**config.mk**
```make
export PLATFORM = sky130hd
export DESIGN_NAME = decode_stage
export DESIGN_NICKNAME = d
export VERILOG_FILES = /design/src/gpu_decode_pkg.sv /design/src/decode_stage.sv /design/src/decode_buffer.sv /design/src/instr_decoder.sv /design/src/func_decode.sv /design/src/imm_gen.sv
export VERILOG_INCLUDE_DIRS = /design/src
export SDC_FILE = /design/constraint.sdc
export NUM_CORES = 1
export LEC_CHECK = 0
export ABC_AREA = 1
export BUFFER_PORTS_ARGS = -buffer_cell sky130_fd_sc_hd__buf_2
export CAP_MARGIN = 15
export CORE_MARGIN = 5
export CORE_UTILIZATION = 45
export CTS_CLUSTER_SIZE = 24
export DETAILED_ROUTE_END_ITERATION = 12
export GPL_TIMING_DRIVEN = 0
export HOLD_SLACK_MARGIN = 0.05
export PLACE_DENSITY = 0.71
export SYNTH_ARGS = -nofsm -noshare
export SYNTH_HDL_FRONTEND = slang
export SYNTH_HIERARCHICAL = 1
export SYNTH_SLANG_ARGS = --single-unit
```
**constraint.sdc**
```tcl
create_clock -name clk -period 7.85 [get_ports clk]
set_clock_uncertainty 0.1 [all_clocks]
set_input_delay 0.3925 -clock clk [delete_from_list [all_inputs] [get_ports clk]]
set_output_delay 0.3925 -clock clk [all_outputs]
set_load 0.02 [all_outputs]
```
**src/gpu_decode_consts.svh**
```systemverilog
// GPU decode constants
`ifndef GPU_DECODE_CONSTS_SVH
`define GPU_DECODE_CONSTS_SVH

`define XLEN        32
`define UUID_BITS   8
`define NW_BITS     2
`define NUM_THREADS 4
`define NR_BITS     5
`define OP_BITS     4
`define EX_BITS     2

// Execution units
`define EX_ALU 2'd0
`define EX_LSU 2'd1
`define EX_SFU 2'd2

// RISC-V major opcodes
`define INST_I     7'b0010011
`define INST_R     7'b0110011
`define INST_LUI   7'b0110111
`define INST_AUIPC 7'b0010111
`define INST_JAL   7'b1101111
`define INST_JALR  7'b1100111
`define INST_B     7'b1100011
`define INST_L     7'b0000011
`define INST_S     7'b0100011
`define INST_FENCE 7'b0001111
`define INST_SYS   7'b1110011
`define INST_EXT1  7'b0001011

// ALU operation class
`define ALU_ARITH  2'd0
`define ALU_BRANCH 2'd1
`define ALU_MULDIV 2'd2

`define OP_ALU_ADD   4'd0
`define OP_ALU_SUB   4'd1
`define OP_ALU_SLL   4'd2
`define OP_ALU_SLT   4'd3
`define OP_ALU_SLTU  4'd4
`define OP_ALU_XOR   4'd5
`define OP_ALU_SRL   4'd6
`define OP_ALU_SRA   4'd7
`define OP_ALU_OR    4'd8
`define OP_ALU_AND   4'd9
`define OP_ALU_LUI   4'd10
`define OP_ALU_AUIPC 4'd11

// Branch class, system returns included
`define OP_BR_EQ     4'd0
`define OP_BR_NE     4'd1
`define OP_BR_LT     4'd2
`define OP_BR_GE     4'd3
`define OP_BR_LTU    4'd4
`define OP_BR_GEU    4'd5
`define OP_BR_JAL    4'd6
`define OP_BR_JALR   4'd7
`define OP_BR_ECALL  4'd8
`define OP_BR_EBREAK 4'd9
`define OP_BR_URET   4'd10
`define OP_BR_SRET   4'd11
`define OP_BR_MRET   4'd12

`define OP_M_MUL    4'd0
`define OP_M_MULH   4'd1
`define OP_M_MULHSU 4'd2
`define OP_M_MULHU  4'd3
`define OP_M_DIV    4'd4
`define OP_M_DIVU   4'd5
`define OP_M_REM    4'd6
`define OP_M_REMU   4'd7

`define OP_SFU_TMC    4'd0
`define OP_SFU_WSPAWN 4'd1
`define OP_SFU_SPLIT  4'd2
`define OP_SFU_JOIN   4'd3
`define OP_SFU_BAR    4'd4
`define OP_SFU_PRED   4'd5
`define OP_SFU_CSRRW  4'd6
`define OP_SFU_CSRRS  4'd7
`define OP_SFU_CSRRC  4'd8

// Loads use {0,func3}, stores {1,func3}
`define OP_LSU_FENCE 4'd15

// Last floating-point CSR
`define CSR_FCSR 12'h003

`endif
```
**src/gpu_decode_pkg.sv**
```systemverilog
// GPU decode types
`include "gpu_decode_consts.svh"

package gpu_decode_pkg;

    typedef struct packed {
        logic [`UUID_BITS-1:0]   uuid;
        logic [`NW_BITS-1:0]     wid;
        logic [`NUM_THREADS-1:0] tmask;
        logic [`XLEN-1:0]        pc;
        logic [31:0]             instr;
    } fetch_data_t;

    typedef struct packed {
        logic [`XLEN-1:0] i_imm;
        logic [`XLEN-1:0] s_imm;
        logic [`XLEN-1:0] b_imm;
        logic [`XLEN-1:0] j_imm;
        logic [`XLEN-1:0] u_imm;
    } imm_set_t;

    typedef struct packed {
        logic [`OP_BITS-1:0] alu_op;
        logic [`OP_BITS-1:0] br_op;
        logic [`OP_BITS-1:0] sys_op;
        logic [`OP_BITS-1:0] mul_op;
    } func_ops_t;

    typedef struct packed {
        logic [1:0]       xtype;
        logic             use_pc;
        logic             use_imm;
        logic [`XLEN-1:0] imm;
    } alu_args_t;

    typedef struct packed {
        logic        is_store;
        logic [11:0] offset;
        logic [22:0] pad;
    } lsu_args_t;

    typedef struct packed {
        logic [11:0] addr;
        logic        use_imm;
        logic [4:0]  imm;
        logic [17:0] pad;
    } csr_args_t;

    typedef struct packed {
        logic        is_neg;
        logic [34:0] pad;
    } wctl_args_t;

    // One argument word, read per unit
    typedef union packed {
        alu_args_t  alu;
        lsu_args_t  lsu;
        csr_args_t  csr;
        wctl_args_t wctl;
    } op_args_t;

    typedef struct packed {
        logic [`EX_BITS-1:0] ex_type;
        logic [`OP_BITS-1:0] op_type;
        op_args_t            op_args;
        logic                wb;
        logic [`NR_BITS-1:0] rd;
        logic [`NR_BITS-1:0] rs1;
        logic [`NR_BITS-1:0] rs2;
        logic [`NR_BITS-1:0] rs3;
        logic                is_wstall;
    } decode_fields_t;

    typedef struct packed {
        logic [`UUID_BITS-1:0]   uuid;
        logic [`NW_BITS-1:0]     wid;
        logic [`NUM_THREADS-1:0] tmask;
        logic [`XLEN-1:0]        pc;
        logic [`EX_BITS-1:0]     ex_type;
        logic [`OP_BITS-1:0]     op_type;
        op_args_t                op_args;
        logic                    wb;
        logic [`NR_BITS-1:0]     rd;
        logic [`NR_BITS-1:0]     rs1;
        logic [`NR_BITS-1:0]     rs2;
        logic [`NR_BITS-1:0]     rs3;
    } decode_data_t;

    typedef struct packed {
        logic [`NW_BITS-1:0] wid;
        logic                is_wstall;
    } sched_info_t;

endpackage

```
**src/decode_stage.sv**
```systemverilog
// GPU decode stage
`timescale 1ns/1ps

module decode_stage (
    input  logic                         clk,
    input  logic                         rst,
    input  logic                         fetch_valid,
    output logic                         fetch_ready,
    input  gpu_decode_pkg::fetch_data_t  fetch_data,
    output logic                         decode_valid,
    input  logic                         decode_ready,
    output gpu_decode_pkg::decode_data_t decode_data,
    output logic                         sched_valid,
    output gpu_decode_pkg::sched_info_t  sched
);

    import gpu_decode_pkg::*;

    imm_set_t       imms;
    func_ops_t      ops;
    decode_fields_t fields;
    decode_data_t   buf_in;

    imm_gen u_imm_gen (
        .instr (fetch_data.instr),
        .imms  (imms)
    );

    func_decode u_func_decode (
        .instr (fetch_data.instr),
        .ops   (ops)
    );

    instr_decoder u_instr_decoder (
        .instr  (fetch_data.instr),
        .imms   (imms),
        .ops    (ops),
        .fields (fields)
    );

    always_comb begin
        buf_in.uuid    = fetch_data.uuid;
        buf_in.wid     = fetch_data.wid;
        buf_in.tmask   = fetch_data.tmask;
        buf_in.pc      = fetch_data.pc;
        buf_in.ex_type = fields.ex_type;
        buf_in.op_type = fields.op_type;
        buf_in.op_args = fields.op_args;
        buf_in.wb      = fields.wb;
        buf_in.rd      = fields.rd;
        buf_in.rs1     = fields.rs1;
        buf_in.rs2     = fields.rs2;
        buf_in.rs3     = fields.rs3;
    end

    decode_buffer u_decode_buffer (
        .clk       (clk),
        .rst       (rst),
        .in_valid  (fetch_valid),
        .in_ready  (fetch_ready),
        .in_data   (buf_in),
        .out_valid (decode_valid),
        .out_ready (decode_ready),
        .out_data  (decode_data)
    );

    // Scheduler hears about the stall in the transfer cycle
    assign sched_valid     = fetch_valid && fetch_ready;
    assign sched.wid       = fetch_data.wid;
    assign sched.is_wstall = fields.is_wstall;

endmodule

```
**src/decode_buffer.sv**
```systemverilog
// Two-entry decode output buffer
`timescale 1ns/1ps

module decode_buffer (
    input  logic                         clk,
    input  logic                         rst,
    input  logic                         in_valid,
    output logic                         in_ready,
    input  gpu_decode_pkg::decode_data_t in_data,
    output logic                         out_valid,
    input  logic                         out_ready,
    output gpu_decode_pkg::decode_data_t out_data
);

    import gpu_decode_pkg::*;

    decode_data_t mem [2];
    logic         wr_ptr;
    logic         rd_ptr;
    logic [1:0]   count;
    logic         push;
    logic         pop;

    assign in_ready  = (count != 2'd2);
    assign out_valid = (count != 2'd0);
    assign out_data  = mem[rd_ptr];

    assign push = in_valid && in_ready;
    assign pop  = out_valid && out_ready;

    always_ff @(posedge clk) begin
        if (push) begin
            mem[wr_ptr] <= in_data;
        end
    end

    always_ff @(posedge clk) begin
        if (rst) begin
            wr_ptr <= 1'b0;
            rd_ptr <= 1'b0;
            count  <= 2'd0;
        end else begin
            if (push) begin
                wr_ptr <= ~wr_ptr;
            end
            if (pop) begin
                rd_ptr <= ~rd_ptr;
            end
            // Push and pop together keep the count
            case ({push, pop})
                2'b10: count <= count + 2'd1;
                2'b01: count <= count - 2'd1;
                default: count <= count;
            endcase
        end
    end

endmodule

```
**src/instr_decoder.sv**
```systemverilog
// Instruction decoder
`timescale 1ns/1ps
`include "gpu_decode_consts.svh"

module instr_decoder (
    input  logic [31:0]                    instr,
    input  gpu_decode_pkg::imm_set_t       imms,
    input  gpu_decode_pkg::func_ops_t      ops,
    output gpu_decode_pkg::decode_fields_t fields
);

    logic [6:0]  opcode;
    logic [2:0]  func3;
    logic [6:0]  func7;
    logic [11:0] u_12;
    logic [4:0]  rd;
    logic [4:0]  rs1;
    logic [4:0]  rs2;
    logic        use_rd;

    assign opcode = instr[6:0];
    assign func3  = instr[14:12];
    assign func7  = instr[31:25];
    assign u_12   = instr[31:20];
    assign rd     = instr[11:7];
    assign rs1    = instr[19:15];
    assign rs2    = instr[24:20];

    always_comb begin
        fields         = '0;
        fields.ex_type = `EX_ALU;
        use_rd         = 1'b0;

        case (opcode)
            `INST_I: begin
                fields.op_type              = ops.alu_op;
                fields.op_args.alu.xtype    = `ALU_ARITH;
                fields.op_args.alu.use_imm  = 1'b1;
                fields.op_args.alu.imm      = imms.i_imm;
                use_rd     = 1'b1;
                fields.rs1 = rs1;
            end
            `INST_R: begin
                // func7 of 1 selects the M extension
                if (func7 == 7'h01) begin
                    fields.op_type           = ops.mul_op;
                    fields.op_args.alu.xtype = `ALU_MULDIV;
                end else begin
                    fields.op_type           = ops.alu_op;
                    fields.op_args.alu.xtype = `ALU_ARITH;
                end
                use_rd     = 1'b1;
                fields.rs1 = rs1;
                fields.rs2 = rs2;
            end
            `INST_LUI, `INST_AUIPC: begin
                fields.op_type = opcode[5] ? `OP_ALU_LUI : `OP_ALU_AUIPC;
                fields.op_args.alu.xtype   = `ALU_ARITH;
                fields.op_args.alu.use_pc  = ~opcode[5];
                fields.op_args.alu.use_imm = 1'b1;
                fields.op_args.alu.imm     = imms.u_imm;
                use_rd = 1'b1;
            end
            `INST_JAL: begin
                fields.op_type             = `OP_BR_JAL;
                fields.op_args.alu.xtype   = `ALU_BRANCH;
                fields.op_args.alu.use_pc  = 1'b1;
                fields.op_args.alu.use_imm = 1'b1;
                fields.op_args.alu.imm     = imms.j_imm;
                use_rd           = 1'b1;
                fields.is_wstall = 1'b1;
            end
            `INST_JALR: begin
                fields.op_type             = `OP_BR_JALR;
                fields.op_args.alu.xtype   = `ALU_BRANCH;
                fields.op_args.alu.use_imm = 1'b1;
                fields.op_args.alu.imm     = imms.i_imm;
                use_rd           = 1'b1;
                fields.rs1       = rs1;
                fields.is_wstall = 1'b1;
            end
            `INST_B: begin
                fields.op_type             = ops.br_op;
                fields.op_args.alu.xtype   = `ALU_BRANCH;
                fields.op_args.alu.use_pc  = 1'b1;
                fields.op_args.alu.use_imm = 1'b1;
                fields.op_args.alu.imm     = imms.b_imm;
                fields.rs1       = rs1;
                fields.rs2       = rs2;
                fields.is_wstall = 1'b1;
            end
            `INST_L: begin
                fields.ex_type            = `EX_LSU;
                fields.op_type            = {1'b0, func3};
                fields.op_args.lsu.offset = u_12;
                use_rd     = 1'b1;
                fields.rs1 = rs1;
            end
            `INST_S: begin
                fields.ex_type              = `EX_LSU;
                fields.op_type              = {1'b1, func3};
                fields.op_args.lsu.is_store = 1'b1;
                fields.op_args.lsu.offset   = imms.s_imm[11:0];
                fields.rs1 = rs1;
                fields.rs2 = rs2;
            end
            `INST_FENCE: begin
                fields.ex_type = `EX_LSU;
                fields.op_type = `OP_LSU_FENCE;
            end
            `INST_SYS: begin
                use_rd = 1'b1;
                if (func3[1:0] != 2'b00) begin
                    fields.ex_type = `EX_SFU;
                    fields.op_type = `OP_SFU_CSRRW + `OP_BITS'(func3[1:0]) - 4'd1;
                    fields.op_args.csr.addr    = u_12;
                    fields.op_args.csr.use_imm = func3[2];
                    // Immediate forms carry zimm in the rs1 field
                    if (func3[2]) begin
                        fields.op_args.csr.imm = rs1;
                    end else begin
                        fields.rs1 = rs1;
                    end
                    fields.is_wstall = (u_12 <= `CSR_FCSR);
                end else begin
                    fields.op_type             = ops.sys_op;
                    fields.op_args.alu.xtype   = `ALU_BRANCH;
                    fields.op_args.alu.use_pc  = 1'b1;
                    fields.op_args.alu.use_imm = 1'b1;
                    fields.op_args.alu.imm     = `XLEN'd4;
                    fields.is_wstall = 1'b1;
                end
            end
            `INST_EXT1: begin
                if (func7 == 7'h00 && func3 <= 3'h5) begin
                    fields.ex_type   = `EX_SFU;
                    fields.is_wstall = 1'b1;
                    fields.rs1       = rs1;
                    case (func3)
                        3'h0: fields.op_type = `OP_SFU_TMC;
                        3'h1: begin
                            fields.op_type = `OP_SFU_WSPAWN;
                            fields.rs2     = rs2;
                        end
                        3'h2: begin
                            fields.op_type             = `OP_SFU_SPLIT;
                            fields.op_args.wctl.is_neg = rs2[0];
                            use_rd = 1'b1;
                        end
                        3'h3: fields.op_type = `OP_SFU_JOIN;
                        3'h4: begin
                            fields.op_type = `OP_SFU_BAR;
                            fields.rs2     = rs2;
                        end
                        default: begin
                            fields.op_type             = `OP_SFU_PRED;
                            fields.op_args.wctl.is_neg = rd[0];
                            fields.rs2                 = rs2;
                        end
                    endcase
                end
            end
            default: begin
            end
        endcase

        if (use_rd) begin
            fields.rd = rd;
        end
        // x0 is never written
        fields.wb = use_rd && (rd != '0);
    end

endmodule

```
**src/func_decode.sv**
```systemverilog
// Function field decoder
`timescale 1ns/1ps
`include "gpu_decode_consts.svh"

module func_decode (
    input  logic [31:0]               instr,
    output gpu_decode_pkg::func_ops_t ops
);

    logic [2:0]  func3;
    logic [6:0]  func7;
    logic [11:0] sys_field;

    assign func3     = instr[14:12];
    assign func7     = instr[31:25];
    assign sys_field = instr[31:20];

    always_comb begin
        ops = '0;

        case (func3)
            3'h0: ops.alu_op = (instr[5] && func7[5]) ? `OP_ALU_SUB : `OP_ALU_ADD;
            3'h1: ops.alu_op = `OP_ALU_SLL;
            3'h2: ops.alu_op = `OP_ALU_SLT;
            3'h3: ops.alu_op = `OP_ALU_SLTU;
            3'h4: ops.alu_op = `OP_ALU_XOR;
            3'h5: ops.alu_op = func7[5] ? `OP_ALU_SRA : `OP_ALU_SRL;
            3'h6: ops.alu_op = `OP_ALU_OR;
            default: ops.alu_op = `OP_ALU_AND;
        endcase

        // func3 2 and 3 are not branches
        case (func3)
            3'h0: ops.br_op = `OP_BR_EQ;
            3'h1: ops.br_op = `OP_BR_NE;
            3'h4: ops.br_op = `OP_BR_LT;
            3'h5: ops.br_op = `OP_BR_GE;
            3'h6: ops.br_op = `OP_BR_LTU;
            3'h7: ops.br_op = `OP_BR_GEU;
            default: ops.br_op = '0;
        endcase

        case (sys_field)
            12'h000: ops.sys_op = `OP_BR_ECALL;
            12'h001: ops.sys_op = `OP_BR_EBREAK;
            12'h002: ops.sys_op = `OP_BR_URET;
            12'h102: ops.sys_op = `OP_BR_SRET;
            12'h302: ops.sys_op = `OP_BR_MRET;
            default: ops.sys_op = '0;
        endcase

        case (func3)
            3'h0: ops.mul_op = `OP_M_MUL;
            3'h1: ops.mul_op = `OP_M_MULH;
            3'h2: ops.mul_op = `OP_M_MULHSU;
            3'h3: ops.mul_op = `OP_M_MULHU;
            3'h4: ops.mul_op = `OP_M_DIV;
            3'h5: ops.mul_op = `OP_M_DIVU;
            3'h6: ops.mul_op = `OP_M_REM;
            default: ops.mul_op = `OP_M_REMU;
        endcase
    end

endmodule

```
**src/imm_gen.sv**
```systemverilog
// Immediate generator
`timescale 1ns/1ps
`include "gpu_decode_consts.svh"

module imm_gen (
    input  logic [31:0]             instr,
    output gpu_decode_pkg::imm_set_t imms
);

    logic [2:0] func3;
    logic       is_shift;

    assign func3 = instr[14:12];

    // SLLI, SRLI, SRAI carry a shift amount
    assign is_shift = (func3[1:0] == 2'b01);

    assign imms.i_imm = is_shift ? {{(`XLEN-5){1'b0}}, instr[24:20]}
                                 : {{(`XLEN-12){instr[31]}}, instr[31:20]};

    assign imms.s_imm = {{(`XLEN-12){instr[31]}}, instr[31:25], instr[11:7]};

    assign imms.b_imm = {{(`XLEN-13){instr[31]}}, instr[31], instr[7],
                         instr[30:25], instr[11:8], 1'b0};

    assign imms.j_imm = {{(`XLEN-21){instr[31]}}, instr[31], instr[19:12],
                         instr[20], instr[30:21], 1'b0};

    assign imms.u_imm = {instr[31:12], 12'b0};

endmodule

```
==> impl_metrics.env, run 1 <==
export IMPL_core_rowCount=59
export IMPL_hpwl_mm=21.8
export IMPL_grt_pass1_wl_mm=45.5
export IMPL_cellPowerDensity_mw_per_mm2=232
export IMPL_die_x_um=172
export IMPL_setup_viol=0
export IMPL_multi_input_area_mm2=0.00369
export IMPL_maxSlewHeadroom_pct=45.9
export IMPL_drive_gt1_share_pct=39.1
export IMPL_wl_per_cell_um=17.2
export IMPL_area_growth_pct=24.5
export IMPL_drt_iter0_drc=532
export IMPL_ir_worst_vdd_v=0.000241
export IMPL_fillers=2259
export IMPL_p_leak_nw=6.44
export IMPL_avgSynthCellArea_um2=10.7
export IMPL_finalNonFillerCells=1753
export IMPL_grt_total_usage_pct=19.7
export IMPL_die_height_um=172
export IMPL_max_freq_mhz=382
export IMPL_hold_violations=0
export IMPL_arrival_ps=2120
export IMPL_maxSlewViolCount=0
export IMPL_routed_wirelength_mm=30.2
export IMPL_fin_crit_sh_pct=33.3
export IMPL_dpl_cell_area_mm2=0.0135
export IMPL_reg2reg_slack_ps=5290
export IMPL_min_period_ps=2610
export IMPL_cp_data_required_time_ps=7360
export IMPL_routabilityCongestion=0.949
export IMPL_crit_path_end_kind="output pin"
export IMPL_crit_fanout=22
export IMPL_synthCells=1103
export IMPL_grt_max_degree=41
export IMPL_dpl_cell_count=1659
export IMPL_reg2regPathDepth=7
export IMPL_clock_latency_ps=510
export IMPL_cts_tree="yes"
export IMPL_io_buffers=195
export IMPL_hold_path_class="in2reg"
export IMPL_fp_dieArea_mm2=0.0297
export IMPL_crit_type="in2out"
export IMPL_reg2reg_to="u_decode_buffer/mem[1][26]"
export IMPL_holdWs_ps=121
export IMPL_drtPass1Iterations=5
export IMPL_core_area_mm2=0.0260
export IMPL_cp_startpoint="fetch_data[12]"
export IMPL_startpoint_type="primary input"
export IMPL_io_pins=197
export IMPL_rsz0062_at_grt="no"
export IMPL_maxCapViolations=0
export IMPL_cts_root_buf="clkbuf_16"
export IMPL_syn_cell_area_mm2=0.0119
export IMPL_seqCellArea_mm2=0.00665
export IMPL_cts_max_path_buffers=3
export IMPL_p_total_w=0.00343
export IMPL_reg2reg_from="u_decode_buffer/count[0]"
export IMPL_yosys_warnings=6
export IMPL_cp_endpoint="sched[0]"
export IMPL_antenna_found_initial=2
export IMPL_outcome="finished, final reports clean"
export IMPL_via_per_inst=4.89
export IMPL_hold_path_startpoint="fetch_data[14]"
export IMPL_clk_pin_slew_ps=60
export IMPL_tightest_slew_ps=812
export IMPL_grt_pass1_vias=8309
export IMPL_initial_core_util_pct=45.6
export IMPL_final_cell_area_mm2=0.0148
export IMPL_final_setup_worst_slack_ps=5240
export IMPL_ant_nets=0
export IMPL_cts_sinks=223
export IMPL_vias=8568
export IMPL_cts_max_level=1
export IMPL_nets=1485
export IMPL_cts_buffers=24
export IMPL_dpl_worst_slack_ps=5230
export IMPL_grt_ovfl_total=0
export IMPL_drc=0
through the flow:
step	TNS, ps	utilization [%]
finish	0	56.8
global route	0	56.8
CTS	0	56.8
detailed placement	0	51.9
global placement	-151960	51.2
floorplan	0	-
what timing repair did:
| action | CTS | global route |
|---|---|---|
| endpoints found under the hold margin | 94 | 0 |
| hold buffers | 48 | 0 |
| setup buffers | 0 | 0 |
| gates resized for setup | 0 | 0 |
final cells by class:
type / count / share of cell area [%]
Timing Repair Buffer: 251 / 10.9
Buffer: 177 / 8.64
Tap cell: 335 / 2.84
Sequential cell: 223 / 45.0
Inverter: 87 / 2.23
Clock buffer: 31 / 4.38
Multi-Input combinational cell: 634 / 25.0
Clock inverter: 13 / 0.890
Antenna cell: 2 / 0.0339
worst max-delay path: stages:
cell and delay [ps]:
buf_2 370, inv_1 160, ha_1 330, clkbuf_1 290, a21oi_1 210, nand3_1 160, buf_2 200
state kept, by name, indices dropped and copies added (netlist names), named ones only:
register	count
u_decode_buffer/rd_ptr	1
u_decode_buffer/wr_ptr	1
u_decode_buffer/count	2
u_decode_buffer/mem	218
per-layer routing:
metal | GRT usage [%] | vias to the layer above | wire length (µm)
met5 | 0 | - | 13
met2 | 34.0 | 261 | 14600
met1 | 25.8 | 4058 | 12800
li1 | - | 4210 | -
met4 | 4.14 | 2 | 599
met3 | 4.25 | 37 | 2180
layout by cell type (no fill, tap or decap), drive strengths merged:
master and count:
or2 2, mux2 109, edfxtp 218, o21ai 27, dfxtp 5, nand2 234, conb 21, bufinv 2
buf 371, diode 2, o22ai 3, ha 5, nor4 1, a21oi 29, nand3b 2, o211ai 2
a21boi 7, nor2 92, nand3 57, nor3 4, clkbuf 40, clkinv 10, nand4 39, dlygate4sd3 48
clkinvlp 1, inv 87
how the worst min path moves through the flow:
stage,end,slack [ps],depth (start not counted)
finish,u_decode_buffer/mem[1][35],120,3
global route,u_decode_buffer/mem[1][35],110,3
CTS,u_decode_buffer/mem[0][35],90,3
detailed placement,u_decode_buffer/rd_ptr,400,2
global placement,u_decode_buffer/rd_ptr,380,2
floorplan,flop,360,2
report_power, final:
group          leakage (nW)  internal, W  total [W]  switching (W)
Combinational          3.93     0.000356   0.000857       0.000501
Clock                 0.385     0.000650    0.00109       0.000441
Sequential             2.13      0.00145    0.00148      0.0000286
Note: power is estimated with default switching activity, not from simulation.
==> inputs of run 2 (changes only) <==
ABC_AREA = 0   (was 1)
PLACE_DENSITY = 0.74   (was 0.71)
clock period = 2.15 ns   (was 7.85 ns; I/O delays follow)
==> run 2 against run 1 <==
Against the previous run: register-to-register slack got worse by 5100 ps; critical path depth fell by 2; via count fell by 4.9%; synthesized cell count fell by 20%; largest power group unchanged; critical path type is now reg2out; count of clock-buffer cells in the layout fell by 3; setup slack got worse by 5100 ps.
==> impl_metrics.env, run 2 <==
export IMPL_outcome="finished, final reports clean"
export IMPL_cp_data_required_time_ps=1940
export IMPL_tightest_slew_ps=829
export IMPL_startpoint_type="flop"
export IMPL_hold_path_class="in2reg"
export IMPL_die_height_um=170
export IMPL_drc=0
export IMPL_maxSlewViolCount=0
export IMPL_crit_path_end_kind="output pin"
export IMPL_avgSynthCellArea_um2=13.1
export IMPL_nets=1280
export IMPL_cts_max_path_buffers=3
export IMPL_hold_violations=0
export IMPL_reg2regPathDepth=4
export IMPL_routabilityCongestion=0.942
export IMPL_io_pins=197
export IMPL_dpl_cell_area_mm2=0.0131
export IMPL_io_buffers=195
export IMPL_p_total_w=0.0141
export IMPL_vias=8152
export IMPL_final_common_cell="buf_2"
export IMPL_via_per_inst=5.29
export IMPL_min_period_ps=2060
export IMPL_cellPowerDensity_mw_per_mm2=963
export IMPL_min_to="u_decode_buffer/mem[1][51]"
export IMPL_min_delay_path_depth=4
export IMPL_routed_wirelength_mm=29.9
export IMPL_grt_total_usage_pct=19.6
export IMPL_ir_worst_vdd_v=0.000675
export IMPL_crit_fanout=10
export IMPL_cts_sinks=223
export IMPL_cts_buffers=24
export IMPL_antenna_found_initial=0
export IMPL_fin_crit_sh_pct=95.8
export IMPL_grt_pass1_vias=7988
export IMPL_grt_ovfl_total=0
export IMPL_crit_top_cell="buf_8"
export IMPL_final_cell_area_mm2=0.0146
export IMPL_cp_top_family="buffers and inverters"
export IMPL_fp_dieArea_mm2=0.0290
export IMPL_core_rowCount=58
export IMPL_grt_max_degree=49
export IMPL_cp_depth=5
export IMPL_syn_cell_area_mm2=0.0116
export IMPL_reg2reg_to="u_decode_buffer/mem[1][51]"
export IMPL_diodes=0
export IMPL_hold_path_startpoint="fetch_data[27]"
export IMPL_fillers=2072
export IMPL_arrival_ps=1850
export IMPL_largest_reg_flops=218
export IMPL_maxSlewHeadroom_pct=44.7
export IMPL_drt_iter0_drc=694
export IMPL_area_growth_pct=26.0
export IMPL_initial_core_util_pct=45.9
export IMPL_yosys_warnings=6
export IMPL_wl_per_cell_um=19.4
export IMPL_clock_latency_ps=520
export IMPL_fin_tns_setup_ps=0
export IMPL_reg2reg_from="u_decode_buffer/count[0]"
export IMPL_cts_tree="yes"
export IMPL_p_leak_nw=5.84
export IMPL_ant_nets=0
export IMPL_slowest_stage="mux2_2"
export IMPL_core_area_mm2=0.0253
export IMPL_cts_max_level=1
export IMPL_crit_type="reg2out"
export IMPL_holdWs_ps=109
export IMPL_reg_top3="u_decode_buffer/mem: 218 flops, u_decode_buffer/count: 2 flops"
export IMPL_slowest_delay_ps=360
export IMPL_layout_common_cells="buf_2, edfxtp_1, buf_4, mux2_2, dlygate4sd3_1"
export IMPL_cp_buffers_inverters=4
export IMPL_maxCapViolations=0
export IMPL_grt_pass1_wl_mm=44.8
export IMPL_die_x_um=170
export IMPL_cts_root_buf="clkbuf_16"
export IMPL_fin_util_pct=57.8
export IMPL_drive_gt1_share_pct=45.9
export IMPL_hpwl_mm=20.7
export IMPL_synthCells=882
export IMPL_reg2reg_slack_ps=200
export IMPL_clk_pin_slew_ps=60
export IMPL_drtPass1Iterations=6
export IMPL_max_freq_mhz=485
export IMPL_rsz0062_at_grt="no"
export IMPL_crit_chain="buf_6 -> buf_8 -> buf_8 -> mux2_2 -> buf_2"
export IMPL_setup_viol=0
export IMPL_top_register="u_decode_buffer/mem"
==> run 2: cell types whose count changed in the layout (fill, tap and decap cells not counted), moves of 25 or more <==
| cell | before | now |
|---|---|---|
| nand2_1 | 226 | 30 |
| nor2_1 | 79 | 10 |
| inv_1 | 76 | 8 |
| a22oi_1 | 0 | 40 |
| nand4_1 | 39 | 2 |
| nand3_1 | 56 | 29 |
| and2_1 | 0 | 25 |
==> run 2: report_power, final <==
part / internal (W) / leakage [nW] / switching, W
registers: 0.00547 / 2.14 / 0.000150
clock network: 0.00231 / 0.376 / 0.00161
logic: 0.00190 / 3.32 / 0.00263
total: 0.00967 / 5.84 / 0.00439
==> run 2: layout make-up <==
| class | count | area (µm²) | share of cell area [%] |
|---|---|---|---|
| plain buffers | 195 | 1360 | 9.28 |
| clock buffers | 28 | 616 | 4.22 |
| clock inverters | 16 | 149 | 1.02 |
| inverters | 9 | 37.5 | 0.257 |
| multi-input cells | 474 | 3650 | 25.0 |
| flip-flops and latches | 223 | 6650 | 45.5 |
| well taps | 330 | 413 | 2.83 |
| repair buffers | 265 | 1720 | 11.8 |
| repair inverters | 1 | 7.51 | 0.0514 |
==> run 2: worst max-delay path by stage <==
stage | slack [ps] | end
after floorplan | -620 | u_decode_buffer/mem[0][0]
after global placement | -1580 | u_decode_buffer/mem[0][53]
after detailed placement | -420 | u_decode_buffer/mem[0][53]
after CTS | 6 | decode_data[101]
after global routing | 4 | u_decode_buffer/mem[1][60]
final | 90 | decode_data[101]
==> run 2: tightest hold or removal path: cells and delay by family <==
kind                   cells  cell delay, ps
buffers and inverters      2             340
AO/OA/AOI/OAI              1              50
AND/OR/NAND/NOR            1              90
==> run 2: through the flow <==
step / cells / worst slack, ps
after floorplan: 900 / -621
after global placement: 1425 / -1580
after detailed placement: 1429 / -416
after CTS: 1540 / 5.58
after global routing: 1541 / 4.27
final: 1541 / 89.6
==> run 2: timing repair <==
item | CTS | global route
buffers inserted | 1 | 0
hold buffers | 65 | 0
pin swaps | 0 | 1
setup endpoints to repair | 172 | 26
endpoints found under the hold margin | 141 | 0
cloned | 1 | 1
gates resized for setup | 3 | 3
==> run 2: metal layers <==
| metal | GRT usage, % | wire, µm | part of all wire [%] | vias to the layer above |
|---|---|---|---|---|
| li1 | - | - | - | 3807 |
| met1 | 25.6 | 12400 | 42 | 3971 |
| met2 | 34.1 | 14500 | 48 | 323 |
| met3 | 3.14 | 2240 | 7.5 | 51 |
| met4 | 5.17 | 760 | 2.5 | 0 |
| met5 | 0 | 0 | 0 | - |
==> inputs of run 3 (changes only) <==
--- a/constraint.sdc
+++ b/constraint.sdc
@@ -4,2 +4,2 @@
 set_output_delay 0.1075 -clock clk [all_outputs]
-set_load 0.02 [all_outputs]
+set_load 0.01 [all_outputs]
==> run 3 against run 2 <==
Against the previous run: wire length hardly changed; first-iteration DRC count shrank 0.86%; cell count did not move; sequential share of layout area hardly changed; critical path depth unchanged; final area barely moved; total power is 4.1% lower; flip-flop and latch count did not move; register-to-register slack hardly changed; sequential power about the same; global-route usage stayed put; setup slack about the same.
==> impl_metrics.env, run 3 (synthesis gave the netlist of run 2 again) <==
export IMPL_outcome="finished, final reports clean"
export IMPL_cts_buffers=24
export IMPL_wl_per_cell_um=19.4
export IMPL_slowest_delay_ps=370
export IMPL_grt_total_usage_pct=19.6
export IMPL_cp_buffers_inverters=4
export IMPL_drive_gt1_share_pct=45.9
export IMPL_drc=0
export IMPL_die_x_um=170
export IMPL_diodes=0
export IMPL_hold_path_class="in2reg"
export IMPL_die_height_um=170
export IMPL_grt_util_met3_pct=3.14
export IMPL_crit_top_cell="buf_6"
export IMPL_grt_pass1_wl_mm=44.8
export IMPL_fin_util_pct=57.8
export IMPL_rsz0062_at_grt="no"
export IMPL_min_period_ps=2060
export IMPL_core_area_mm2=0.0253
export IMPL_core_rowCount=58
export IMPL_initial_core_util_pct=45.9
export IMPL_maxSlewViolCount=0
export IMPL_cellPowerDensity_mw_per_mm2=923
export IMPL_routabilityCongestion=0.942
export IMPL_cts_sinks=223
export IMPL_routed_wirelength_mm=29.9
export IMPL_cts_root_buf="clkbuf_16"
export IMPL_cts_max_path_buffers=3
export IMPL_cp_top_family="buffers and inverters"
export IMPL_via_per_inst=5.29
export IMPL_grt_ovfl_total=0
export IMPL_cts_tree="yes"
export IMPL_ant_nets=0
export IMPL_nets=1280
export IMPL_reg_top3="u_decode_buffer/mem: 218 flops, u_decode_buffer/count: 2 flops"
export IMPL_setup_viol=0
export IMPL_fin_crit_sh_pct=95.9
export IMPL_layout_common_cells="buf_2, edfxtp_1, buf_4, mux2_2, dlygate4sd3_1"
export IMPL_drtPass1Iterations=5
export IMPL_grt_max_degree=49
export IMPL_dpl_cell_count=1429
export IMPL_cts_max_level=1
export IMPL_reg2regPathDepth=4
export IMPL_grt_pass1_vias=7988
export IMPL_startpoint_type="flop"
export IMPL_io_pins=197
export IMPL_tightest_slew_ps=825
export IMPL_reg2reg_to="u_decode_buffer/mem[1][51]"
export IMPL_min_to="u_decode_buffer/mem[1][51]"
export IMPL_top_register="u_decode_buffer/mem"
export IMPL_clk_pin_slew_ps=60
export IMPL_io_buffers=195
export IMPL_antenna_found_initial=0
export IMPL_hold_violations=0
export IMPL_hpwl_mm=20.7
export IMPL_clock_latency_ps=520
export IMPL_grt_use_met2_pct=34.1
export IMPL_busiest_layer="met2"
export IMPL_fin_tns_setup_ps=0
export IMPL_min_delay_path_depth=4
export IMPL_max_freq_mhz=485
export IMPL_holdWs_ps=107
export IMPL_crit_fanout=10
export IMPL_drt_iter0_drc=688
export IMPL_maxCapViolations=0
export IMPL_maxSlewHeadroom_pct=45.0
export IMPL_cp_data_required_time_ps=1940
export IMPL_vias=8147
export IMPL_final_common_cell="buf_2"
export IMPL_reg2reg_from="u_decode_buffer/count[0]"
export IMPL_largest_reg_flops=218
export IMPL_finalNonFillerCells=1541
export IMPL_crit_type="reg2out"
export IMPL_p_leak_nw=5.84
export IMPL_slowest_stage="mux2_2"
export IMPL_crit_chain="buf_6 -> buf_8 -> buf_6 -> mux2_2 -> buf_2"
export IMPL_area_growth_pct=26.0
export IMPL_hold_path_startpoint="fetch_data[27]"
export IMPL_ir_worst_vdd_v=0.000634
export IMPL_arrival_ps=1850
export IMPL_grt_use_met1_pct=25.6
export IMPL_reg2reg_slack_ps=200
export IMPL_crit_path_end_kind="output pin"
export IMPL_fp_dieArea_mm2=0.0290
-- run 3: cell counts in the layout (fill, tap and decap cells not counted) --
No cell type changed its count.
-- run 3: where the power goes --
part	leakage (nW)	switching [W]	internal (W)
registers	2.14	0.000149	0.00547
logic	3.32	0.00206	0.00189
clock network	0.376	0.00160	0.00231
-- run 3: final cells by class --
cell class                 count  area [µm²]
fill                        2074       10700
sequential                   223        6650
multi-input combinational    474        3650
timing repair buffer         265        1720
buffer                       195        1350
clock buffer                  28         616
tap                          330         413
clock inverter                16         149
inverter                       9        37.5
timing repair inverter         1        7.51
-- run 3: worst max path at each step --
stage	start	end	slack, ps	cells after the start
4_1_cts	flop	decode_data[101]	20	5
6_report	flop	decode_data[101]	90	5
3_3_place_gp	u_decode_buffer/count[0]	u_decode_buffer/mem[0][53]	-1580	3
2_1_floorplan	u_decode_buffer/count[0]	u_decode_buffer/mem[0][0]	-600	3
5_1_grt	fetch_data[21]	u_decode_buffer/mem[1][60]	4	8
3_5_place_dp	u_decode_buffer/count[1]	u_decode_buffer/mem[0][53]	-420	5
-- run 3: metal layers --
| metal | wire (µm) | vias up |
|---|---|---|
| met4 | 758 | 0 |
| met3 | 2240 | 51 |
| met2 | 14500 | 311 |
| li1 | - | 3809 |
| met1 | 12400 | 3976 |
| met5 | 0 | - |
-- run 3: metrics by stage --
step / instance area (µm²) / setup WS (ps) / total power (W)
after floorplan: 11700 / -596 / 0.00807
after global placement: 13100 / -1580 / 0.00947
after detailed placement: 13100 / -416 / 0.00956
after CTS: 14600 / 24.7 / 0.0137
after global routing: 14600 / 4.27 / 0.0141
final: 14600 / 89.2 / 0.0135
-- run 3: what timing repair did --
action	4_1_cts	5_1_grt
gates resized for setup	3	2
hold endpoints to repair	141	0
pin swaps	0	1
endpoints found under the setup margin	172	22
gates cloned	1	1
hold buffers	65	0
setup buffers	1	0
-- run 3: tightest hold or removal path, delay by kind of cell --
family,cells,cell delay [ps]
AOI/OAI and AO/OA,1,50
buffers and inverters,2,340
and+or+nand+nor,1,90
